<file path="config.mk">
export PLATFORM = sky130hd
export DESIGN_NAME = card_block_reader
export DESIGN_NICKNAME = d
export VERILOG_FILES = /design/src/source/audio_frame_pkg.sv /design/src/source/card_block_reader.sv
export SDC_FILE = /design/constraint.sdc
export NUM_CORES = 1
export LEC_CHECK = 0
export BUFFER_PORTS_ARGS = -buffer_cell sky130_fd_sc_hd__buf_2
export CORE_AREA = 2 2 91 49
export DETAILED_ROUTE_END_ITERATION = 16
export DIE_AREA = 0 0 93 51
export PLACE_DENSITY = 0.79
export RECOVER_POWER = 25
export SETUP_SLACK_MARGIN = 0.4
export SKIP_CTS_REPAIR_TIMING = 1
export SLEW_MARGIN = 20
export SYNTH_ARGS = -nofsm -noshare
export SYNTH_HDL_FRONTEND = slang
export SYNTH_SLANG_ARGS = --single-unit
</file>
<file path="constraint.sdc">
create_clock -name clock -period 5.3 [get_ports clock]
set_clock_uncertainty 0.2 [all_clocks]
set_input_delay 1.06 -clock clock [delete_from_list [all_inputs] [get_ports clock]]
set_output_delay 1.06 -clock clock [all_outputs]
set_load 0.01 [all_outputs]
</file>
<file path="src/source/audio_frame_pkg.sv">
`default_nettype none

//////////////////////////////////////////////////////////////////////
// shared types and constants of the audio frame front end
//////////////////////////////////////////////////////////////////////

package audio_frame_pkg;

    // raw audio byte as stored on the card, offset binary
    typedef logic [7:0] sample_byte_t;

    // sample handed to the spectrum engine, two's complement
    typedef logic signed [15:0] frame_sample_t;

    // byte address on the storage card
    typedef logic [31:0] card_address_t;

    // bytes per card block, also the address step between blocks
    localparam int CARD_BLOCK_BYTES = 512;

    // midpoint of the offset-binary byte, maps to zero after conversion
    localparam int SAMPLE_OFFSET = 128;

endpackage

`default_nettype wire

</file>
<file path="src/source/card_block_reader.sv">
`timescale 1ns/1ps
`default_nettype none

// pulls card blocks into the sample FIFO
module card_block_reader (
    input  logic                          clock,
    input  logic                          reset,
    input  logic                          fifo_empty,
    input  audio_frame_pkg::sample_byte_t card_data,
    input  logic                          card_byte_strobe,
    output logic                          card_read,
    output audio_frame_pkg::card_address_t card_address,
    output logic                          fifo_write,
    output audio_frame_pkg::sample_byte_t fifo_data
);

    localparam int COUNT_W = $clog2(audio_frame_pkg::CARD_BLOCK_BYTES);

    logic               strobe_last;
    logic               byte_edge;
    logic [COUNT_W-1:0] byte_count;

    // a new byte is offered on each rising edge of the strobe
    assign byte_edge = card_byte_strobe && !strobe_last;

    // byte register feeding the FIFO write port
    always_ff @(posedge clock)
    begin
        if (byte_edge)
        begin
            fifo_data <= card_data;
        end
    end

    always_ff @(posedge clock)
    begin
        if (reset)
        begin
            strobe_last  <= 1'b0;
            fifo_write   <= 1'b0;
            card_read    <= 1'b0;
            byte_count   <= '0;
            card_address <= '0;
        end
        else
        begin
            strobe_last <= card_byte_strobe;
            fifo_write  <= byte_edge;
            if (byte_edge)
            begin
                // request is acknowledged by the first byte
                card_read <= 1'b0;
                if (byte_count == COUNT_W'(audio_frame_pkg::CARD_BLOCK_BYTES - 1))
                begin
                    // block complete, next request reads the following block
                    byte_count   <= '0;
                    card_address <= card_address +
                        audio_frame_pkg::card_address_t'(audio_frame_pkg::CARD_BLOCK_BYTES);
                end
                else
                begin
                    byte_count <= byte_count + 1'b1;
                end
            end
            // ask again only between blocks and once the last byte has landed
            else if (fifo_empty && !fifo_write && byte_count == '0)
            begin
                card_read <= 1'b1;
            end
        end
    end

endmodule

`default_nettype wire

</file>
* Word level (Yosys, flattened, before mapping)
Index checks and enable logic that the tools add are counted.
** Word-level totals
- Output and inout port bits :: 42
- Bits in registers :: 52
- Logic and storage cells :: 18
** Cells by class
- Reduce and logical (&&, ||, !) cells :: 8
- Muxes and demuxes :: 1
- Add/subtract/negate cells :: 2
- Equal/unequal tests :: 1
** Operators with widths (number)
- 32-bit by 10-bit adder with 32-bit output (second input constant) :: 1
- 9-bit by 1-bit adder with 9-bit output (second input constant) :: 1
- 9-bit == test (second input constant) :: 1
- 9-bit logical NOT :: 1
- 9-bit two-way mux :: 1
- 1-bit logical AND :: 3
- 1-bit logical NOT :: 2
- 2-bit AND reduction :: 1
- 2-bit OR reduction :: 1

* Longest topological paths before layout
- Depth after elaboration :: 3
- Gate-level depth with buffers :: 9
- Depth with buffers taken out :: 8

* Worst setup path before layout
No wires, ideal clock.
- Path type :: in2reg
- From :: input card_byte_strobe
- To :: register card_address[28]
- Arrival :: 2.144 ns
- Cell stages on the path :: 5
- Setup time :: 0.070 ns
- Slack :: 2.886 ns
- Cell sequence :: and3b_1 > clkbuf_2 > nand4_2 > or4_1 > a21oi_1
** On the way
- Word-level cells in the longest chain between the ends :: 2
** Ends and longest elaborated chain
- start: declaration :: RTL line card_block_reader.sv:10 : input logic card_byte_strobe,
- 1-bit logical AND :: RTL line card_block_reader.sv:24 : assign byte_edge = card_byte_strobe && !strobe_last;
- 2-bit AND reduction (no line)
- end signal: assignment :: RTL line card_block_reader.sv:57 : card_address <= card_address +
- end: declaration :: RTL line card_block_reader.sv:12 : output audio_frame_pkg::card_address_t card_address,
No other way between the ends.
A chain may end at the register's enable or synchronous reset.

* Worst setup path after layout
- From :: register byte_count[1]
- To :: register card_address[28]
** On the way
- Word-level cells in the longest chain between the ends :: 2
** Ends and longest elaborated chain
- start: declaration :: RTL line card_block_reader.sv:21 : logic [COUNT_W-1:0] byte_count;
- start signal: assignment :: RTL line card_block_reader.sv:62 : byte_count <= byte_count + 1'b1;
- 9-bit == test :: RTL line card_block_reader.sv:53 : if (byte_count == COUNT_W'(audio_frame_pkg::CARD_BLOCK_BYTES - 1))
- 2-bit AND reduction (no line)
No other way between the ends.

==> metrics.md <==
| Metric | Value |
|---|---|
| Drt first-iter violations | `approximately 110` |
| Initial Util | `0.491` |
| Synth area leaders | `dfxtp_1 35%, edfxtp_1 12%, xor2_1 4.4%` |
| Max-cap violations | `0` |
| Unrepaired setup endpoints after global routing | `no` |
| Area Growth Syn to Fin | `13.5%` |
| Area leader, netlist | `dfxtp_1` |
| Die height | `between 50 and 60 microns` |
| Htree depth | `2` |
| Synth top area share | `0.349` |
| Fin crit period | `between 2 and 3 ns` |
| Mapped Area | `between 2000 and 2500 sq um` |
| Antenna violations before repair | `0` |
| Filler Cells Inserted | `between 300 and 400` |
| Clk_lat worst skew | `~0.29 ns` |
| Placed cells | `roughly 300` |
| Leakage | `just over 0.9 nW` |
| Met2 Resource Use GR | `0.236` |
| Maximum vdd ir drop | `around 0.10 mV` |
| DRC errors left | `0` |
| Syn Area/Cell | `slightly below 10 sq um` |
| Layout Cells excl Fill | `~300` |
| Std cell rows | `17` |
| Final Setup Violations | `0` |
| Largest net degree at the start of global routing | `34` |
| Hold Path Class | `reg2reg` |
| Pre-Repair DR Iteration Count | `5` |
| Vias per Instance | `~5.3` |
| ANT nets after route | `0` |
| Final Hold Fails | `0` |
| CTS max path bufs | `2` |
| Total CTS buffers | `5` |
| Syn Inst Count | `approximately 210` |
| Wire per inst | `about 13 microns` |
| Fin. max-slew vios | `0` |
| Slew margin rel. | `0.0808` |
| Post-DP HPWL | `approximately 2.9 mm` |
| Design area | `~2300 sq um` |
| Register area share after synthesis | `0.469` |
| Worst EP required | `5.31 ns` |
| Slew @ Worst Pin | `1.38 ns` |
| Max Clk Rate | `368 MHz` |
| GR Layer Usage met3 | `0.0649` |
| First-pass GRT wire length | `6.62 mm` |
| Clock root cell | `clkbuf_8` |
| Setup crit start kind | `flop` |
| Critical path type | `reg2reg` |
| TritonCTS sink count | `43` |
| Final worst path period share | `0.513` |
| Status | `finished clean` |
| Post-synth top flop | `dfxtp_1` |
| Most common cell after layout, fill and taps aside | `buf_2` |
| Top Ports | `54` |
| Met1 usage | `0.281` |
| Drt total wl | `4.03 mm` |
| Placeable Area | `approximately 4100 sq um` |
| #FFs+latches synth | `43` |
| Share of layout cells above drive strength 1 | `0.234` |
| Synth async-reset ratio | `0` |
| Yosys warns | `0` |
| Die Width | `slightly above 90 microns` |
| Setup_tns | `0 ns` |
| Clock slew at reported path FFs | `0.08 ns` |
| Final Wtd Congestion | `around 0.72` |
| Cell Area, Placed | `~2200 sq um` |
| Tot GR Track Use | `0.183` |
| Number of synthesized flops with an enable pin | `8` |
| Total grt overflow | `0` |
| PD cells | `around 250 nW/um^2` |
| Yosys cell types | `49` |
| Most Crowded Layer GR | `met1` |
| Nets | `approximately 260` |
| ANT cells | `0` |
| Setup crit end kind | `flop` |
| I/O Buffers | `44` |
| Number of global-route vias before repair | `approximately 1,400` |
| Total Die Area | `~4700 sq um` |
| Most frequent cells in the layout | `42 x buf_2, 35 x dfxtp_1, 21 x nor2_1` |
| Crit path DAT | `about 2.7 ns` |
| Critical path fanouts, max | `10` |
| Vias | `around 1,600` |
| CTS tree | `built` |
-- area by class of cell --
type	count	area [sq um]	share of cell area
sequential	43	941	0.413
multi-input combinational	147	935	0.410
timing repair buffer	44	218	0.0956
clock buffer	7	86.3	0.0379
tap	57	71.3	0.0313
inverter	6	22.5	0.00989
clock inverter	1	3.75	0.00165
-- power breakdown --
group	total [mW]	switching, mW	internal, mW
Combinational	0.0271	0.0180	0.00910
Sequential	0.341	0.00257	0.339
Clock	0.211	0.107	0.104
Total	0.580	0.127	0.452
-- layer usage --
metal | vias to the layer above | part of all wire
li1 | 803 | -
met1 | 749 | 0.52
met2 | 53 | 0.40
met3 | 2 | 0.074
met4 | 0 | 0.0057
met5 | - | 0
-- cells by family after synthesis --
family	Yosys count	synth area share
AND/OR/NAND/NOR	87	0.258
flip-flops	43	0.469
AO/OA/AOI/OAI	29	0.0836
buffers and inverters	23	0.0798
XOR/XNOR	15	0.0655
adder cells (fa/ha/maj)	5	0.0312
multiplexers	2	0.0106
other	1	0.00187
-- cells in the mapped netlist, types with 2 or more instances --
cell      instances
dfxtp_1          35
buf_4             9
o21ai_0           7
clkbuf_8          3
nor2_1           21
nor2b_1           2
nand2_1          10
o31ai_1           4
xnor2_1           5
inv_1             5
edfxtp_1          8
nand3_1           6
xor2_1           10
nor4_1            2
or4_1             5
nand4_1          12
and3_1            2
clkbuf_1          2
a21oi_1          14
nor3_1            4
and2_2            3
or3_1             5
ha_1              5
-- path summary, 6_finish.rpt --
| path | cells past startpoint | to | slack (ns) | startpoint |
|---|---|---|---|---|
| min | 2 | card_address[27] | 0.29 | card_address[27] |
| max reg2reg | 8 | card_address[28] | 2.58 | byte_count[1] |
| max | 8 | card_address[28] | 2.58 | byte_count[1] |
| min reg2reg | 2 | card_address[27] | 0.29 | card_address[27] |
-- worst max-delay path, stage by stage, from the launching register on --
cell	delay (ns)
dfxtp_1	0.39
ha_1	0.25
nand3_1	0.09
nor2_1	0.16
ha_1	0.27
and3b_1	0.30
nand4_2	0.25
or4_1	0.54
a21oi_1	0.17
-- per-stage QoR --
step | hold slack, ns | total power [mW] | setup WS [ns] | util
after floorplan | 0.255 | 0.372 | 2.89 | -
after CTS | 0.300 | 0.587 | 2.63 | 0.558
after global routing | 0.312 | 0.608 | 2.42 | 0.558
final | 0.291 | 0.580 | 2.58 | 0.558
after global placement | 0.276 | 0.376 | 2.70 | 0.536
after detailed placement | 0.289 | 0.377 | 2.62 | 0.536
-- registers in the layout (all words and copies together) (netlist names) --
register      count
fifo_data         8
strobe_last       1
card_address     23
card_read         1
byte_count        9
fifo_write        1
Note: power is estimated with default switching activity, not from simulation.
