===== config.mk =====
export PLATFORM = sky130hd
export DESIGN_NAME = sample_fifo
export DESIGN_NICKNAME = d
export VERILOG_FILES = /design/src/source/audio_frame_pkg.sv /design/src/source/sample_fifo.sv
export SDC_FILE = /design/constraint.sdc
export NUM_CORES = 2
export LEC_CHECK = 0
export BUFFER_PORTS_ARGS = -buffer_cell sky130_fd_sc_hd__buf_2
export CAP_MARGIN = 20
export CORE_MARGIN = 8
export CORE_UTILIZATION = 43
export CTS_CLUSTER_SIZE = 24
export DETAILED_ROUTE_END_ITERATION = 7
export SLEW_MARGIN = 25
export SYNTH_ARGS = -nofsm -noshare
export SYNTH_HDL_FRONTEND = slang
export SYNTH_SLANG_ARGS = --single-unit

===== constraint.sdc =====
create_clock -name clock -period 4.85 [get_ports clock]
set_input_delay 0.485 -clock clock [delete_from_list [all_inputs] [get_ports clock]]
set_output_delay 0.485 -clock clock [all_outputs]
set_load 0.02 [all_outputs]

===== src/source/audio_frame_pkg.sv =====
`default_nettype none

//////////////////////////////////////////////////////////////////////
// shared types and constants of the audio frame front end
//////////////////////////////////////////////////////////////////////

package audio_frame_pkg;

    // raw audio byte as stored on the card, offset binary
    typedef logic [7:0] sample_byte_t;

    // sample handed to the spectrum engine, two's complement
    typedef logic signed [15:0] frame_sample_t;

    // byte address on the storage card
    typedef logic [31:0] card_address_t;

    // bytes per card block, also the address step between blocks
    localparam int CARD_BLOCK_BYTES = 512;

    // midpoint of the offset-binary byte, maps to zero after conversion
    localparam int SAMPLE_OFFSET = 128;

endpackage

`default_nettype wire


===== src/source/sample_fifo.sv =====
`timescale 1ns/1ps
`default_nettype none

// byte FIFO between the card reader and the sample-rate capture
module sample_fifo #(
    parameter int FIFO_LOG2 = 9
) (
    input  logic                          clock,
    input  logic                          reset,
    input  logic                          write,
    input  audio_frame_pkg::sample_byte_t write_data,
    input  logic                          read,
    output audio_frame_pkg::sample_byte_t read_data,
    output logic                          empty,
    output logic                          full,
    output logic                          overflow
);

    localparam int DEPTH = 2 ** FIFO_LOG2;

    audio_frame_pkg::sample_byte_t memory [DEPTH];

    logic [FIFO_LOG2-1:0] write_ptr;
    logic [FIFO_LOG2-1:0] read_ptr;
    logic [FIFO_LOG2:0]   level;
    logic [FIFO_LOG2:0]   level_next;
    logic                 do_write;
    logic                 do_read;

    // writes into a full FIFO and reads from an empty one are ignored
    assign do_write = write && !full;
    assign do_read  = read && !empty;

    always_comb
    begin
        case ({do_write, do_read})
            2'b10:   level_next = level + 1'b1;
            2'b01:   level_next = level - 1'b1;
            default: level_next = level;
        endcase
    end

    // storage and registered read port
    always_ff @(posedge clock)
    begin
        if (do_write)
        begin
            memory[write_ptr] <= write_data;
        end
        if (do_read)
        begin
            read_data <= memory[read_ptr];
        end
    end

    always_ff @(posedge clock)
    begin
        if (reset)
        begin
            write_ptr <= '0;
            read_ptr  <= '0;
            level     <= '0;
            empty     <= 1'b1;
            full      <= 1'b0;
            overflow  <= 1'b0;
        end
        else
        begin
            write_ptr <= write_ptr + FIFO_LOG2'(do_write);
            read_ptr  <= read_ptr + FIFO_LOG2'(do_read);
            level     <= level_next;
            empty     <= (level_next == '0);
            full      <= (level_next == (FIFO_LOG2 + 1)'(DEPTH));
            // sticky, a lost byte corrupts every later frame
            overflow  <= overflow || (write && full);
        end
    end

endmodule

`default_nettype wire


Word-level counts from Yosys, hierarchy flattened
Memory sizes are Yosys's and may differ from the RTL's. A register that Yosys moved wholly into a read port is not among the register bits. Cells that the tools add are included.

Memory bits (writable): 4096. Memories kept: 1. Flip-flop bits (word level): 31. Output and inout bits: 11.

Equality and inequality tests: 3. Multiplexer cells: 3. Reduce and logical (&&, ||, !) cells: 7. $add $sub $neg: 4.

Memory list: memory (words 512, bits a word 8, read ports 1, clocked after Yosys merged registers in 1, write ports 1, line sample_fifo.sv:21) `audio_frame_pkg::sample_byte_t memory [DEPTH];`.

Operator list (number): one-hot mux 10 bit (2 select lines) (1); adder 9 x 1 -> 9 bit (2); adder 10 x 1 -> 10 bit, second input constant (1); equality test 10 bit, second input constant (1); logical NOT 10 bit (1); subtractor 10 x 1 -> 10 bit, second input constant (1); logical AND 1 bit (3); equality test 2 x 1 -> 1 bit, second input constant (1); equality test 2 bit, second input constant (1); logical NOT 1 bit (2); 2-to-1 mux 1 bit (2); logical OR 1 bit (1).

Logic depth before layout (Yosys ltp)
Depth in word-level cells: 5. Gate-level depth with buffers: 15. Gate-level depth less buffers: 13.

Worst setup path before layout
Ideal clock, no wire load.

Kind: reg2reg. Start: reg empty. End: reg full. Setup time: 0.092 ns. Cell stages (with the launch flop): 16. Arrival time: 3.354 ns. Setup slack: 1.404 ns. Path through: dfxtp_1 nand2b_1 clkbuf_1 clkinv_1 nand2_1 clkbuf_1 xnor2_1 ha_1 or3b_2 and3_1 a21oi_1 nor4_1 xor2_1 and4b_1 nand3_1 nor4_1.

Cells in the longest elaborated chain, start to end: 5. Elaborated cells on any way between the ends: 6.

Ends and longest elaborated chain: start, declared (line sample_fifo.sv:14) `output logic empty,`; start signal, assigned (line sample_fifo.sv:72) `empty <= (level_next == '0);`; logical NOT 1 bit * (line sample_fifo.sv:32) `assign do_read = read && !empty;`; logical AND 1 bit * (line sample_fifo.sv:32); net do_read (line sample_fifo.sv:28) `logic do_read;`; equality test 2 x 1 -> 1 bit or equality test 2 bit (tied branches) (line sample_fifo.sv:36) `case ({do_write, do_read})`; one-hot mux 10 bit (2 select lines) * (line sample_fifo.sv:36); equality test 10 bit * (line sample_fifo.sv:73) `full <= (level_next == (FIFO_LOG2 + 1)'(DEPTH));`; end signal, assigned (line sample_fifo.sv:73); end, declared (line sample_fifo.sv:15) `output logic full,`.

Mark *: on every way through the listed nets, which the timed path passes. The rest lies on a longest branch. A chain may end at the register's enable or synchronous reset.

==> impl_metrics.ini <==
[status]
status = finished clean

[grt]
track_usage = 0.217
grt_pass1_vias = 80200
grt_pass1_wl_um = 619000
gr-total-overflow = 0
antenna_found_initial = 15
grt_max_degree = 189

[place]
post-place-ws_ns = 0.559
hpwl_um = 268000
io_buffers = 22
dpl.cell_count = 12300
globalplace.congestion = 0.834

[sta]
hold_viol = 0
tns_ns = 0
setup_viol = 0
final_max_slew_viol_count = 0
fin_ws_ns = 0.519
rsz0062_at_grt = no
skew_ns = 0.0592
period_needed_ns = 4.33
period_share = 0.893
slew_headroom = 0.211
worstMarginPinSlew_ns = 1.18
max_freq_ghz = 0.231

[yosys]
syn-num-nets = 7449
yosys.area.top_type_share = 0.765
synthDistinctLibCells = 73
synth_area_um2 = 161000
synth-edff-count = 4104
ys_warn_count = 0
ys_seq_area_frac = 0.769
async_flop_share = 0
synth_seq_cells = 4135
synth.area.top_cells = edfxtp_1, mux4_2, mux2i_1, nor2_1, clkbuf_1
avgSynthCellArea_um2 = 21.7
synth_ff_type = edfxtp_1
yosysTopAreaCell = edfxtp_1
syn_inst = 7432

[die]
fp.dieH_um = 628
io_pins = 23
die_area_um2 = 394000
rows = 224
initial_core_util = 0.432
coreArea_um2 = 372000
die_w_um = 628

[critical_path]
critPathSlowestCell = or3b_2
cp-start-kind = register
worst-setup-path-type = register to register
worstPathMaxFanout = 28
cp_data_required_time_ns = 5.71
endpoint_kind = register
crit_arrival_ns = 5.19
cp_cell_sequence = or3b_2 -> buf_4 -> o221ai_1 -> a21oi_1 -> a21o_1 -> o221ai_1 -> a21oi_1 -> nor4_2 -> buf_4 -> o31a_1
crit_path_max_incr_delay_ns = 0.92

[pwr]
irDropWorstVdd_v = 0.000323
leakagePower_uw = 0.0550
cellPowerDensity_nw_per_um2 = 425

[clock_tree]
root_buffer = clkbuf_16
cts_setup_buffers = 0
cts_tree = built
cts.clk_slew.worst_paths_ns = 0.06
cts_sinks = 4135
clock_path_buffers = 4
htree_levels = 5
insertion_delay_ns = 0.98
cts_made_buffers = 418

[finish]
drive_above_1_share = 0.252
areaGrowthSynthToFinish_pct = 12.7
layoutNonFillerInstCount = 13100
nets = 7755

[routing]
first_pass_iters = 6
detail_route.iter0.violations = 10600
ant_nets = 0
vias = 79300
post_drt_via_cell_ratio = 6.07
wire_per_inst_um = 33.5
drc_errors = 0
wirelength_um = 437000

[min_path]
holdCritPathClass = input pin to register

[flow_run]
drv_cap = 0
## cell usage in the layout (no fill, tap or decap), types with 10 or more instances in the layout
master      netlist  routed
a2111oi_0        13      13
a211oi_1         41      40
a21oi_1          90      90
a221oi_1         27      27
a22oi_1          51      51
a31oi_1          23      23
and2_1           17      15
buf_12            6      87
buf_2            96      14
buf_4            43     233
bufinv_16         0      21
clkbuf_1        207      87
clkbuf_16         0     423
clkinv_1          5     117
clkinv_2          1      82
clkinvlp_4        0      14
dfxtp_1          31      24
diode_2           0      10
edfxtp_1       4104    4104
mux2_2           12      12
mux2i_1         251     251
mux4_2         1059    1059
nand2_1         206     193
nand2_4           0      12
nand3_1          49      44
nor2_1          604     595
nor2b_1          15      11
nor3_1           28      27
o211ai_1         17      17
o21ai_0          72      72
o221ai_1         35      35
o22ai_1          43      43
xnor2_1          14      14
## cell type report
class                      instances  area [µm²]
fill                           29600      191000
multi-input combinational       2818       34600
clock buffer                     510       10900
sequential                      4135      124000
timing repair buffer             350        3760
tap                             4972        6220
inverter                          15        77.6
clock inverter                   258        1990
antenna                           10        25.0
## registers in the layout, indices dropped and copies added, names as in the netlist
register / count
overflow: 1
memory: 4096
write_ptr: 9
read_data: 8
empty: 1
full: 1
level: 10
read_ptr: 9
## worst paths after layout
kind                 start             to  slack, ns  depth (start not counted)
max reg2reg    read_ptr[3]   read_data[1]       0.52                         10
max            read_ptr[3]   read_data[1]       0.52                         10
min reg2reg   write_ptr[5]   write_ptr[5]       0.60                          2
min          write_data[3]  memory[16][3]       0.04                          1
## critical path: cells and delay by family (launching register included)
kind / cells / cell delay [ns]
simple gates: 2 / 1.66
buf+inv: 2 / 0.57
flops: 1 / 0.72
compound gates: 6 / 1.22
## logic make-up (layout without fill, tap and decap cells)
group | after synthesis | after routing | share of synthesized area
flip-flops | 4135 | 4135 | 0.769
multiplexers | 1331 | 1331 | 0.166
AND/OR/NAND/NOR | 979 | 979 | 0.0251
AO/OA/AOI/OAI | 482 | 482 | 0.0205
buffers and inverters | 479 | 1133 | 0.0176
XOR/XNOR | 21 | 21 | 0.00114
adder cells (fa/ha/maj) | 5 | 5 | 0.000389
other | 0 | 10 | 0
## synthesized netlist by cell type, types with 9 or more instances
cell / n
a2111oi_0: 13
a211oi_1: 41
a21oi_1: 90
a221oi_1: 27
a22oi_1: 51
a31oi_1: 23
and2_1: 17
buf_1: 31
buf_2: 96
buf_4: 43
buf_6: 67
buf_8: 14
clkbuf_1: 207
dfxtp_1: 31
edfxtp_1: 4104
inv_1: 9
mux2_2: 12
mux2i_1: 251
mux4_1: 9
mux4_2: 1059
nand2_1: 206
nand2b_1: 9
nand3_1: 49
nor2_1: 604
nor2b_1: 15
nor3_1: 28
o211ai_1: 17
o21ai_0: 72
o221ai_1: 35
o22ai_1: 43
xnor2_1: 14
## where the power goes
part	total [µW]	internal, µW	switching [µW]
Sequential	39400	39300	110
Clock	30700	17100	13600
Combinational	6960	3230	3730
Total	77100	59700	17500
## timing repair
item	CTS	global route
endpoints found under the hold margin	187	0
hold buffers	8	0
resized for setup	0	0
## stage by stage
step	hold WS [ns]	area (µm²)	total power, µW	util
3_5_place_dp	0.471	168000	47200	0.452
6_report	0.0414	181000	77100	0.487
4_1_cts	0.0328	181000	77600	0.487
5_1_grt	0.0441	181000	79200	0.487
2_1_floorplan	0.529	161000	44900	-
3_3_place_gp	0.455	168000	47100	0.452
## per-layer routing
metal / part of all wire / wire, µm / track usage / vias up
li1: - / - / - / 31800
met1: 0.40 / 176000 / 0.303 / 43000
met2: 0.47 / 206000 / 0.344 / 3819
met3: 0.084 / 36700 / 0.0380 / 783
met4: 0.044 / 19100 / 0.0821 / 2
met5: 0.000043 / 19 / 0 / -
Power figures use the tool's default switching activity.
