File: src/source/sample_tick.sv
`timescale 1ns/1ps
`default_nettype none

// one-cycle enable at the audio sample rate
module sample_tick #(
    parameter int TICK_DIVIDER = 3125
) (
    input  logic clock,
    input  logic reset,
    output logic tick
);

    localparam int COUNT_W = (TICK_DIVIDER > 1) ? $clog2(TICK_DIVIDER) : 1;

    logic [COUNT_W-1:0] count;

    // count wraps at TICK_DIVIDER, tick is registered on the wrap
    always_ff @(posedge clock)
    begin
        if (reset)
        begin
            count <= '0;
            tick  <= 1'b0;
        end
        else if (count == COUNT_W'(TICK_DIVIDER - 1))
        begin
            count <= '0;
            tick  <= 1'b1;
        end
        else
        begin
            count <= count + 1'b1;
            tick  <= 1'b0;
        end
    end

endmodule

`default_nettype wire

File: config.mk
export PLATFORM = sky130hd
export DESIGN_NAME = sample_tick
export DESIGN_NICKNAME = d
export VERILOG_FILES = /design/src/source/sample_tick.sv
export SDC_FILE = /design/constraint.sdc
export NUM_CORES = 1
export LEC_CHECK = 0
export BUFFER_PORTS_ARGS = -buffer_cell sky130_fd_sc_hd__buf_2
export CAP_MARGIN = 0
export CORE_AREA = 5 5 42 44
export DETAILED_ROUTE_END_ITERATION = 12
export DIE_AREA = 0 0 47 49
export GPL_ROUTABILITY_DRIVEN = 0
export PLACE_DENSITY = 0.6
export SLEW_MARGIN = 20
export SYNTH_ARGS = -nofsm -noshare
export SYNTH_HDL_FRONTEND = slang
export SYNTH_SLANG_ARGS = --single-unit
export TNS_END_PERCENT = 20
File: constraint.sdc
create_clock -name clock -period 3.9 [get_ports clock]
set_input_delay 1.17 -clock clock [delete_from_list [all_inputs] [get_ports clock]]
set_output_delay 1.17 -clock clock [all_outputs]
set_load 0.01 [all_outputs]
---- Word level (Yosys, flattened, before mapping) ----
Cells that the tools add are included.
storage, ports and cells
  flip-flop bits (word level) ............. 13
  input port bits ......................... 2
  output and inout port bits .............. 1
  word-level logic and storage cells ...... 6
operators by class
  add/subtract/negate cells ............... 1
  eq/ne operators ......................... 1
  mux-type cells .......................... 1
  reduce and logical (&&, ||, !) cells .... 1
operator list
  operator               count
  $add 12x1->12 const B  1
  $eq 12x12->1 const B   1
  $reduce_or 2->1        1
  $mux 1                 1

---- Logic depth before layout (Yosys ltp) ----
Gate-level depths: netlist of the first run.
  depth after elaboration ................. 2
  depth in mapped cells ................... 6
  depth with buffers taken out ............ 5

---- Least setup slack after synthesis of the first run ----
Ideal clock, no wire load.
  path type ............................... input to register
  start ................................... input reset
  end ..................................... register count[9]
  library setup time ...................... 0.125 ns
  data arrival time ....................... 1.501 ns
  required time ........................... 3.775 ns
  setup slack ............................. 2.274 ns
  stages .................................. 4
  buffers on the path ..................... 1
  path through ............................ inv_1 o31ai_2 buf_4 a21oi_1
between the ends
  longest elaborated chain between the ends .. 1
ends and longest elaborated chain
  item                              line  text
  start, declared                   9     input logic reset,
  $reduce_or 2->1 (no source line)  --
  end signal, assigned              32    count <= count + 1'b1;
  end, declared                     15    logic [COUNT_W-1:0] count;
No other way between the ends.
A chain may end at the register's enable or synchronous reset.

---- Final worst setup path of the first run ----
  start ................................... register tick
  end ..................................... output tick
RTL lines
  item                    line  text
  start, declared         10    output logic tick
  start signal, assigned  23    tick <= 1'b0;
  start signal, assigned  28    tick <= 1'b1;
  start signal, assigned  33    tick <= 1'b0;
No word-level cell between the ends.

==> results of run 1 <==
per-stage QoR:
step	hold WS, ns	power, mW	worst slack [ns]
after floorplan	0.441	0.149	2.27
after global placement	0.463	0.151	2.12
after detailed placement	0.472	0.151	2.12
after CTS	0.486	0.235	2.02
after global routing	0.505	0.246	1.97
final	0.486	0.230	2.03
per-layer routing:
layer | up-vias | share of wire
met1 | 214 | 0.51
li1 | 251 | -
met3 | 4 | 0.046
met2 | 9 | 0.42
met4 | 0 | 0.021
met5 | - | 0
cells in the mapped netlist:
cell / count / area (um2)
ha_1: 2 / 25.0
nand4_1: 3 / 18.8
or4_4: 1 / 11.3
a21oi_2: 1 / 8.76
xnor2_1: 2 / 17.5
a21oi_1: 6 / 30.0
dfxtp_1: 13 / 260
nor2_1: 5 / 18.8
inv_1: 5 / 18.8
nand4b_1: 2 / 17.5
nand2_1: 2 / 7.51
or4_1: 2 / 15.0
nand3_1: 2 / 10.0
nand3_2: 2 / 20.0
o31ai_1: 3 / 22.5
o21ai_0: 4 / 20.0
or3_1: 6 / 37.5
nor4_1: 1 / 6.26
buf_4: 1 / 7.51
xor2_1: 1 / 8.76
o31ai_2: 1 / 12.5
cell type report:
type | count | share of cell area
multi-input cells | 46 | 0.479
flip-flops and latches | 13 | 0.405
repair buffers | 2 | 0.0156
clock buffers | 4 | 0.0409
well taps | 16 | 0.0311
inverters | 5 | 0.0292
path summary, 6_finish.rpt:
| check | slack (ns) | startpoint | end |
|---|---|---|---|
| hold reg to reg | 0.49 | count[11] | count[11] |
| setup / recovery | 2.03 | tick | tick |
| hold / removal | 0.49 | count[11] | count[11] |
| setup reg to reg | 2.15 | count[0] | count[4] |
power groups by stage:
stage | registers, mW | clock network, mW | logic [mW]
finish | 0.139 | 0.0822 | 0.00908
global route | 0.139 | 0.0957 | 0.0107
CTS | 0.139 | 0.0870 | 0.00922
detailed placement | 0.142 | 0 | 0.00914
global placement | 0.142 | 0 | 0.00899
floorplan | 0.141 | 0 | 0.00790
logic make-up (layout without fill, tap and decap cells):
logic type | after synthesis | count (layout) | share of synthesized area
AO/OA/AOI/OAI | 15 | 15 | 0.158
buffers and inverters | 6 | 11 | 0.0442
AND/OR/NAND/NOR | 26 | 26 | 0.274
adder cells (fa/ha/maj) | 2 | 2 | 0.0421
flip-flops | 13 | 13 | 0.438
XOR/XNOR | 3 | 3 | 0.0442
worst min-delay path: cells and delay by family (launching register included):
kind               cells  cell delay [ns]
AOI/OAI and AO/OA      2             0.11
DFF                    1             0.33
state kept, by name, indices dropped and copies added (netlist names):
name / cells
tick: 1
count: 12
==> key figures, run 1 <==
Run status
  • Status: completed

Clock network
  • CTS buffer count: 3
  • Root buf cell: clkbuf_4
  • Cts hold-fix bufs: 0
  • Worst skew pair latency: 0.27 ns
  • Clock Sinks: 13
  • Number of H-tree levels: 1
  • CTS tree: done
  • CTS clk-pin slew, worst paths: 0.08 ns
  • Number of post-CTS setup repair buffers: 0
  • Bufs on Longest Clock Path: 2
  • Post-CTS sizing: 0

Worst setup path
  • WP data required: 2.73 ns
  • Crit path DAT: 0.70 ns
  • Crit-path max cell delay: 0.30 ns
  • Critical Path Sink Type: primary output
  • Worst setup SP type: flop
  • Cell depth of the worst setup path: 1
  • Slowest-stage cell, CP: dfxtp_1
  • Worst Path Max Fanout: 1
  • WP buf/inv: 1
  • Crit-path cells: buf_2
  • Reg2Reg Depth: 5
  • Largest delay share family, worst path: flip-flops
  • CP Class: reg -> out

Pwr
  • VDD IR max: 0.000177 V
  • Lkg Pwr: 0.208 nW
  • Comb pwr share: 0.040
  • Power share of the clock group: 0.358
  • PD cells: 357 mW/mm2
  • P_int: 179 uW
  • Switch share: 0.223
  • Sequential power share: 0.603
  • Psw: 51.1 uW

Die
  • Initial core utilization: 0.424
  • Die H: 49 um
  • Number of cell rows: 14
  • Core Area: 0.00140 mm2
  • # IOs: 3
  • DIE AREA: 0.00230 mm2
  • Die width: 47 um

Timing
  • Clock Skews: 0.00866 ns
  • Final setup violation count: 0
  • Tcrit/Tclk final: 0.480
  • Worst-margin pin slew: 0.875 ns
  • RSZ-0062 raised after global routing: false
  • Max_slew headroom: 0.413
  • Fin. max-slew vios: 0
  • Max Fclk: 535 MHz
  • Final Hold Vio Count: 0
  • Fin crit period: 1.87 ns
  • Setup TNS: 0 ns

Route
  • # DRC: 0
  • 1st-iter DRT viols: 10
  • Post-Route WL: 992 um
  • DR vias: 478
  • Avg Vias per Cell: 5.56
  • Initial DRT Pass Iterations: 4
  • Antenna Nets Post-Route: 0
  • Drt wl/cell: 11.5 um

Cells and area
  • Most frequent cells in the layout: dfxtp_1 (13), or3_1 (6), a21oi_1 (6)
  • Area occupied by multi-input gates: 308 um2
  • Design area: 643 um2
  • Most common cell after layout, fill and taps aside: dfxtp_1
  • Antenna Cells: 0
  • # nets final: 75
  • Non-filler cells, final: 86
  • Fillers: 148
  • Fin util: 0.459
  • FF/Latch Area: 260 um2
  • Area delta synth->final: 8.21%
  • Layout cells sized above 1: 0.143

Global routing
  • Pin count of the biggest net entering global routing: 13
  • M3 GR Usage: 0.0332
  • All-Layer GR Usage: 0.105
  • First-pass GRT wire length: 1.79 mm
  • Total grt overflow: 0
  • Vias in the first global route: 400
  • Initial antenna violation count: 0
  • Met2 Use GR: 0.124
  • Grt peak-use layer: met1
  • GRT met1 Usage: 0.160

Synth
  • Syn Nets: 69
  • Synth Warn #: 0
  • Seq cells post-synth: 13
  • Register area share after synthesis: 0.438
  • Synth Instances: 65
  • Syn Area/Cell: 9.14 um2
  • Mapped Area: 594 um2
  • Netlist cell types: 21

Placed design
  • Dpl hpwl: 680 um
  • IO Port Bufs: 2
  • Placed cell area: 617 um2
  • Placed insts: 82

Hold path
  • Hold Path Stages: 2
  • Worst Hold Class: reg -> reg

Job
  • Max_cap viols: 0
Power figures use the tool's default switching activity.
==> inputs of run 2 (changes only) <==
clock period = 1.88 ns   (was 3.9 ns; I/O delays follow)
==> key figures, run 2 (synthesis gave the netlist of run 1 again) <==
Route
  • Initial DRT Pass Iterations: 4 (unchanged)
  • Drt wl/cell: 12.3 um (+6.2%)
  • Antenna Nets Post-Route: 0 (unchanged)
  • 1st-iter DRT viols: 8 (-2)
  • Post-Route WL: 1.07 mm (+7.5%)
  • Avg Vias per Cell: 5.43 (-2.4%)
  • DR vias: 472 (-1.3%)
  • # DRC: 0 (unchanged)

Timing
  • Clock Skews: 0.00502 ns (-0.00364 ns)
  • Worst-margin pin slew: 0.301 ns (-0.575 ns)
  • Final Hold Vio Count: 0 (unchanged)
  • Fin crit period: 1.50 ns
  • Tcrit/Tclk final: 0.797
  • Max_slew headroom: 0.799 (+0.386)
  • Fin. max-slew vios: 0 (unchanged)
  • Setup TNS: 0 ns (unchanged)
  • Final setup violation count: 0 (unchanged)
  • Max Fclk: 667 MHz
  • RSZ-0062 raised after global routing: false

Cells and area
  • Reg with most FFs: count
  • Area occupied by multi-input gates: 308 um2 (unchanged)
  • Layout cells sized above 1: 0.155 (+0.0121)
  • Most frequent cells in the layout: dfxtp_1 (13), or3_1 (6), a21oi_1 (6)
  • Leading registers by flop count: count: 12 flops, tick: 1 flops
  • Area delta synth->final: 9.47%
  • Antenna Cells: 0 (unchanged)
  • Max reg flops: 12 (unchanged)
  • Most common cell after layout, fill and taps aside: dfxtp_1
  • Fillers: 138 (-6.8%)
  • # nets final: 76 (+1.3%)
  • Fin util: 0.464 (+0.00536)
  • FF/Latch Area: 260 um2 (unchanged)

Pwr
  • Switch share: 0.221 (-0.00191)
  • Comb pwr share: 0.043 (+0.003)
  • VDD IR max: 0.000555 V (+210%)
  • Lkg Pwr: 0.213 nW (+2.3%)
  • PD cells: 733 mW/mm2 (+110%)
  • Power share of the clock group: 0.354 (-0.004)
  • P_int: 372 uW (+110%)
  • Sequential power share: 0.603 (about the same)
  • Overall Power: 477 uW (+110%)
  • Psw: 105 uW (+110%)

Clock network
  • CTS clk-pin slew, worst paths: 0.08 ns (about the same)
  • Worst skew pair latency: 0.27 ns (about the same)
  • Bufs on Longest Clock Path: 2 (unchanged)
  • Root buf cell: clkbuf_4
  • Post-CTS sizing: 0 (unchanged)
  • Cts hold-fix bufs: 0 (unchanged)
  • CTS tree: done
  • Clock Sinks: 13 (unchanged)
  • Number of H-tree levels: 1 (unchanged)
  • CTS buffer count: 3 (unchanged)
  • Number of post-CTS setup repair buffers: 0 (unchanged)

Die
  • Die H: 49 um (unchanged)
  • Die width: 47 um (unchanged)
  • DIE AREA: 0.00230 mm2 (unchanged)
  • # IOs: 3 (unchanged)
  • Core Area: 0.00140 mm2 (unchanged)
  • Number of cell rows: 14 (unchanged)
  • Initial core utilization: 0.424 (unchanged)

Worst setup path
  • Start of the worst register-to-register path: count[0]
  • Reg2Reg Depth: 4 (-1)
  • Worst setup SP type: flop
  • WP buf/inv: 0 (-1)
  • WP data required: 2.10 ns (-0.63 ns)
  • Worst Path Max Fanout: 7 (+6)
  • Slowest-stage cell, CP: or4_4
  • Crit-path max cell delay: 0.54 ns (+0.24 ns)
  • Crit path DAT: 1.71 ns (+1.01 ns)
  • Largest delay share family, worst path: simple AND/OR/NAND/NOR gates
  • Cell depth of the worst setup path: 4 (+3)
  • Critical Path Sink Type: flop
  • CP Class: reg -> reg
  • Reg-to-reg slack, setup: 0.38 ns (-1.77 ns)
  • Crit-path cells: ha_1 -> nand3_2 -> or4_4 -> a21oi_2
  • R2r endpoint: count[10]

Placed design
  • Dpl hpwl: 749 um (+10%)
  • IO Port Bufs: 2 (unchanged)

Global routing
  • Total grt overflow: 0 (unchanged)
  • First-pass GRT wire length: 1.90 mm (+6.2%)
  • Initial antenna violation count: 0 (unchanged)
  • Pin count of the biggest net entering global routing: 13 (unchanged)
  • Vias in the first global route: 437 (+9.3%)
  • All-Layer GR Usage: 0.111 (+0.00636)

Run status
  • Status: completed

Job
  • Max_cap viols: 0 (unchanged)

Hold path
  • Hold Path Stages: 2 (unchanged)
  • Hold endpoint: tick
  • Worst Hold Class: in -> reg
  • Hold Startpoint: reset
run 2: how the worst max path moves through the flow:
stage               slack (ns)  startpoint         to
floorplan                 0.49    count[0]  count[10]
global placement          0.43    count[0]  count[10]
detailed placement        0.37    count[0]  count[10]
CTS                       0.36    count[0]  count[10]
global route              0.29    count[3]   count[9]
finish                    0.38    count[0]  count[10]
run 2: through the flow:
step,instance area (um2),setup WS (ns),hold slack [ns],instances
detailed placement,624,0.371,0.472,83
global placement,624,0.430,0.459,83
floorplan,594,0.485,0.441,65
CTS,651,0.359,0.452,87
global route,651,0.291,0.462,87
finish,651,0.381,0.459,87
run 2: per-layer routing:
layer  up-vias  global-route usage  wire (um)
met1       215               0.153        534
met2         7               0.143        466
met5         -                   0          0
met4         0              0.0415         12
met3         2              0.0590         52
li1        248                   -          -
run 2: cell type report:
class                   count  area share
flip-flops and latches     13       0.400
clock buffers               4      0.0404
inverters                   5      0.0288
multi-input cells          46       0.473
repair buffers              3      0.0269
well taps                  16      0.0308
run 2: power by group through the flow:
stage	registers [mW]	clock network [mW]	logic, mW
2_1_floorplan	0.292	0	0.0164
3_3_place_gp	0.293	0	0.0209
3_5_place_dp	0.294	0	0.0207
4_1_cts	0.288	0.177	0.0208
5_1_grt	0.289	0.191	0.0238
6_report	0.288	0.169	0.0204
==> inputs of run 3 (changes only) <==
clock period = 1.4 ns   (was 1.88 ns; I/O delays follow)
==> key figures, run 3 (synthesis gave the netlist of run 1 again) <==
Route
  • Post-Route WL: 1.20 mm (+12%)
  • Avg Vias per Cell: 5.55 (+2.4%)
  • DR vias: 522 (+11%)
  • Initial DRT Pass Iterations: 3 (-1)
  • Antenna Nets Post-Route: 0 (unchanged)
  • # DRC: 0 (unchanged)
  • Drt wl/cell: 12.8 um (+4.1%)
  • 1st-iter DRT viols: 4 (-4)

Timing
  • WHS: 0.304 ns (-0.155 ns)
  • Final setup violation count: 0 (unchanged)
  • Max Fclk: 740 MHz (+11%)
  • Final Hold Vio Count: 0 (unchanged)
  • Clock Skews: 0.00688 ns (+0.00186 ns)
  • Fin crit period: 1.35 ns (-0.148 ns)
  • Max_slew headroom: 0.834 (+0.0353)
  • RSZ-0062 raised after global routing: true
  • Fin. max-slew vios: 0 (unchanged)
  • Worst-margin pin slew: 0.246 ns (-0.0542 ns)
  • Tcrit/Tclk final: 0.965 (+0.168)

Die
  • Initial core utilization: 0.424 (unchanged)
  • Die width: 47 um (unchanged)
  • Core Area: 0.00140 mm2 (unchanged)
  • Number of cell rows: 14 (unchanged)
  • # IOs: 3 (unchanged)
  • DIE AREA: 0.00230 mm2 (unchanged)
  • Die H: 49 um (unchanged)

Worst setup path
  • Crit-path cells: ha_2 -> nand3_2 -> or4_4 -> a21oi_2
  • CP Class: reg -> reg
  • Worst Path Max Fanout: 5 (-2)
  • Critical Path Sink Type: flop
  • WP buf/inv: 0 (unchanged)
  • R2r endpoint: count[10]
  • Start of the worst register-to-register path: count[0]
  • Worst setup SP type: flop
  • Largest delay share family, worst path: simple AND/OR/NAND/NOR gates
  • WP data required: 1.62 ns (-0.48 ns)
  • Crit path DAT: 1.57 ns (-0.14 ns)
  • Worst Setup SP: count[0]
  • Reg-to-reg slack, setup: 0.05 ns (-0.33 ns)
  • Cell depth of the worst setup path: 4 (unchanged)
  • Crit-path max cell delay: 0.52 ns (-0.02 ns)
  • Reg2Reg Depth: 4 (unchanged)
  • CP Capture Point: count[10]
  • Slowest-stage cell, CP: or4_4

Clock network
  • Number of H-tree levels: 1 (unchanged)
  • CTS buffer count: 3 (unchanged)
  • Worst skew pair latency: 0.28 ns (about the same)
  • Bufs on Longest Clock Path: 2 (unchanged)
  • CTS tree: done
  • Cts hold-fix bufs: 0 (unchanged)
  • Root buf cell: clkbuf_4
  • CTS clk-pin slew, worst paths: 0.08 ns (about the same)
  • Clock Sinks: 13 (unchanged)

Cells and area
  • Most common cell after layout, fill and taps aside: dfxtp_1
  • Leading registers by flop count: count: 12 flops, tick: 1 flops
  • # nets final: 83 (+9.2%)
  • Fin util: 0.514 (+0.0500)
  • Reg with most FFs: count
  • Layout cells sized above 1: 0.282 (+0.127)
  • Antenna Cells: 0 (unchanged)
  • Area delta synth->final: 21.3%
  • Most frequent cells in the layout: dfxtp_1 (10), buf_4 (7), or3_1 (6), a21oi_1 (6)
  • Max reg flops: 12 (unchanged)

Global routing
  • First-pass GRT wire length: 2.08 mm (+9.4%)
  • Total grt overflow: 0 (unchanged)
  • Vias in the first global route: 493 (+13%)
  • All-Layer GR Usage: 0.127 (+0.0162)
  • Initial antenna violation count: 0 (unchanged)
  • Pin count of the biggest net entering global routing: 13 (unchanged)

Pwr
  • PD cells: 912 mW/mm2 (+24%)
  • Overall Power: 658 uW (+38%)
  • VDD IR max: 0.000452 V (-19%)
  • Lkg Pwr: 0.247 nW (+16%)

Placed design
  • Dpl hpwl: 853 um (+14%)
  • IO Port Bufs: 2 (unchanged)

Job
  • Max_cap viols: 0 (unchanged)

Hold path
  • Worst Hold Class: in -> reg

Run status
  • Status: completed
run 3: cell types whose count changed in the layout (fill, tap and decap cells not counted), sizes merged:
cell and change:
buf +7
run 3: per-stage QoR:
| stage | std cells | worst slack (ns) | instance area, um2 | setup TNS [ns] |
|---|---|---|---|---|
| 2_1_floorplan | 65 | 0.00513 | 594 | 0 |
| 3_3_place_gp | 89 | 0.0476 | 669 | 0 |
| 3_5_place_dp | 89 | 0.00616 | 669 | 0 |
| 4_1_cts | 93 | 0.0104 | 697 | 0 |
| 5_1_grt | 94 | -0.0233 | 721 | -0.149 |
| 6_report | 94 | 0.0491 | 721 | 0 |
run 3: how the worst min path moves through the flow:
stage / start / endpoint / depth (start not counted)
final: reset / tick / 2
after CTS: reset / tick / 2
after detailed placement: count[0] / count[0] / 1
after floorplan: count[0] / count[0] / 1
after global routing: reset / tick / 2
after global placement: count[0] / count[0] / 1
run 3: what timing repair did:
action,CTS,global route
pin swaps,0,1
setup endpoints to repair,1,13
buffers inserted,0,1
gates resized for setup,1,5
run 3: where the power goes:
group | switching [mW] | leakage, nW | total (mW) | internal (mW)
sequential | 0.00785 | 0.106 | 0.386 | 0.378
combinational | 0.0186 | 0.126 | 0.0346 | 0.0160
clock | 0.127 | 0.0150 | 0.237 | 0.111
total | 0.153 | 0.247 | 0.658 | 0.505
run 3: final cells by class:
type,count,area (um2)
Tap cell,16,20.0
Sequential cell,13,264
Inverter,5,18.8
Multi-Input combinational cell,46,318
Clock buffer,4,26.3
Fill cell,143,681
Timing Repair Buffer,10,73.8
run 3: metal layers:
| layer | vias to the layer above | GRT usage | share of wire |
|---|---|---|---|
| met1 | 242 | 0.155 | 0.47 |
| met4 | 0 | 0.0968 | 0.037 |
| met2 | 6 | 0.181 | 0.45 |
| li1 | 269 | - | - |
| met5 | - | 0 | 0 |
| met3 | 5 | 0.0332 | 0.036 |
run 3: worst reg2reg max path, cell delays in order (launching register included):
cell     delay [ns]
dfxtp_2        0.37
ha_2           0.20
nand3_2        0.07
or4_4          0.52
a21oi_2        0.13
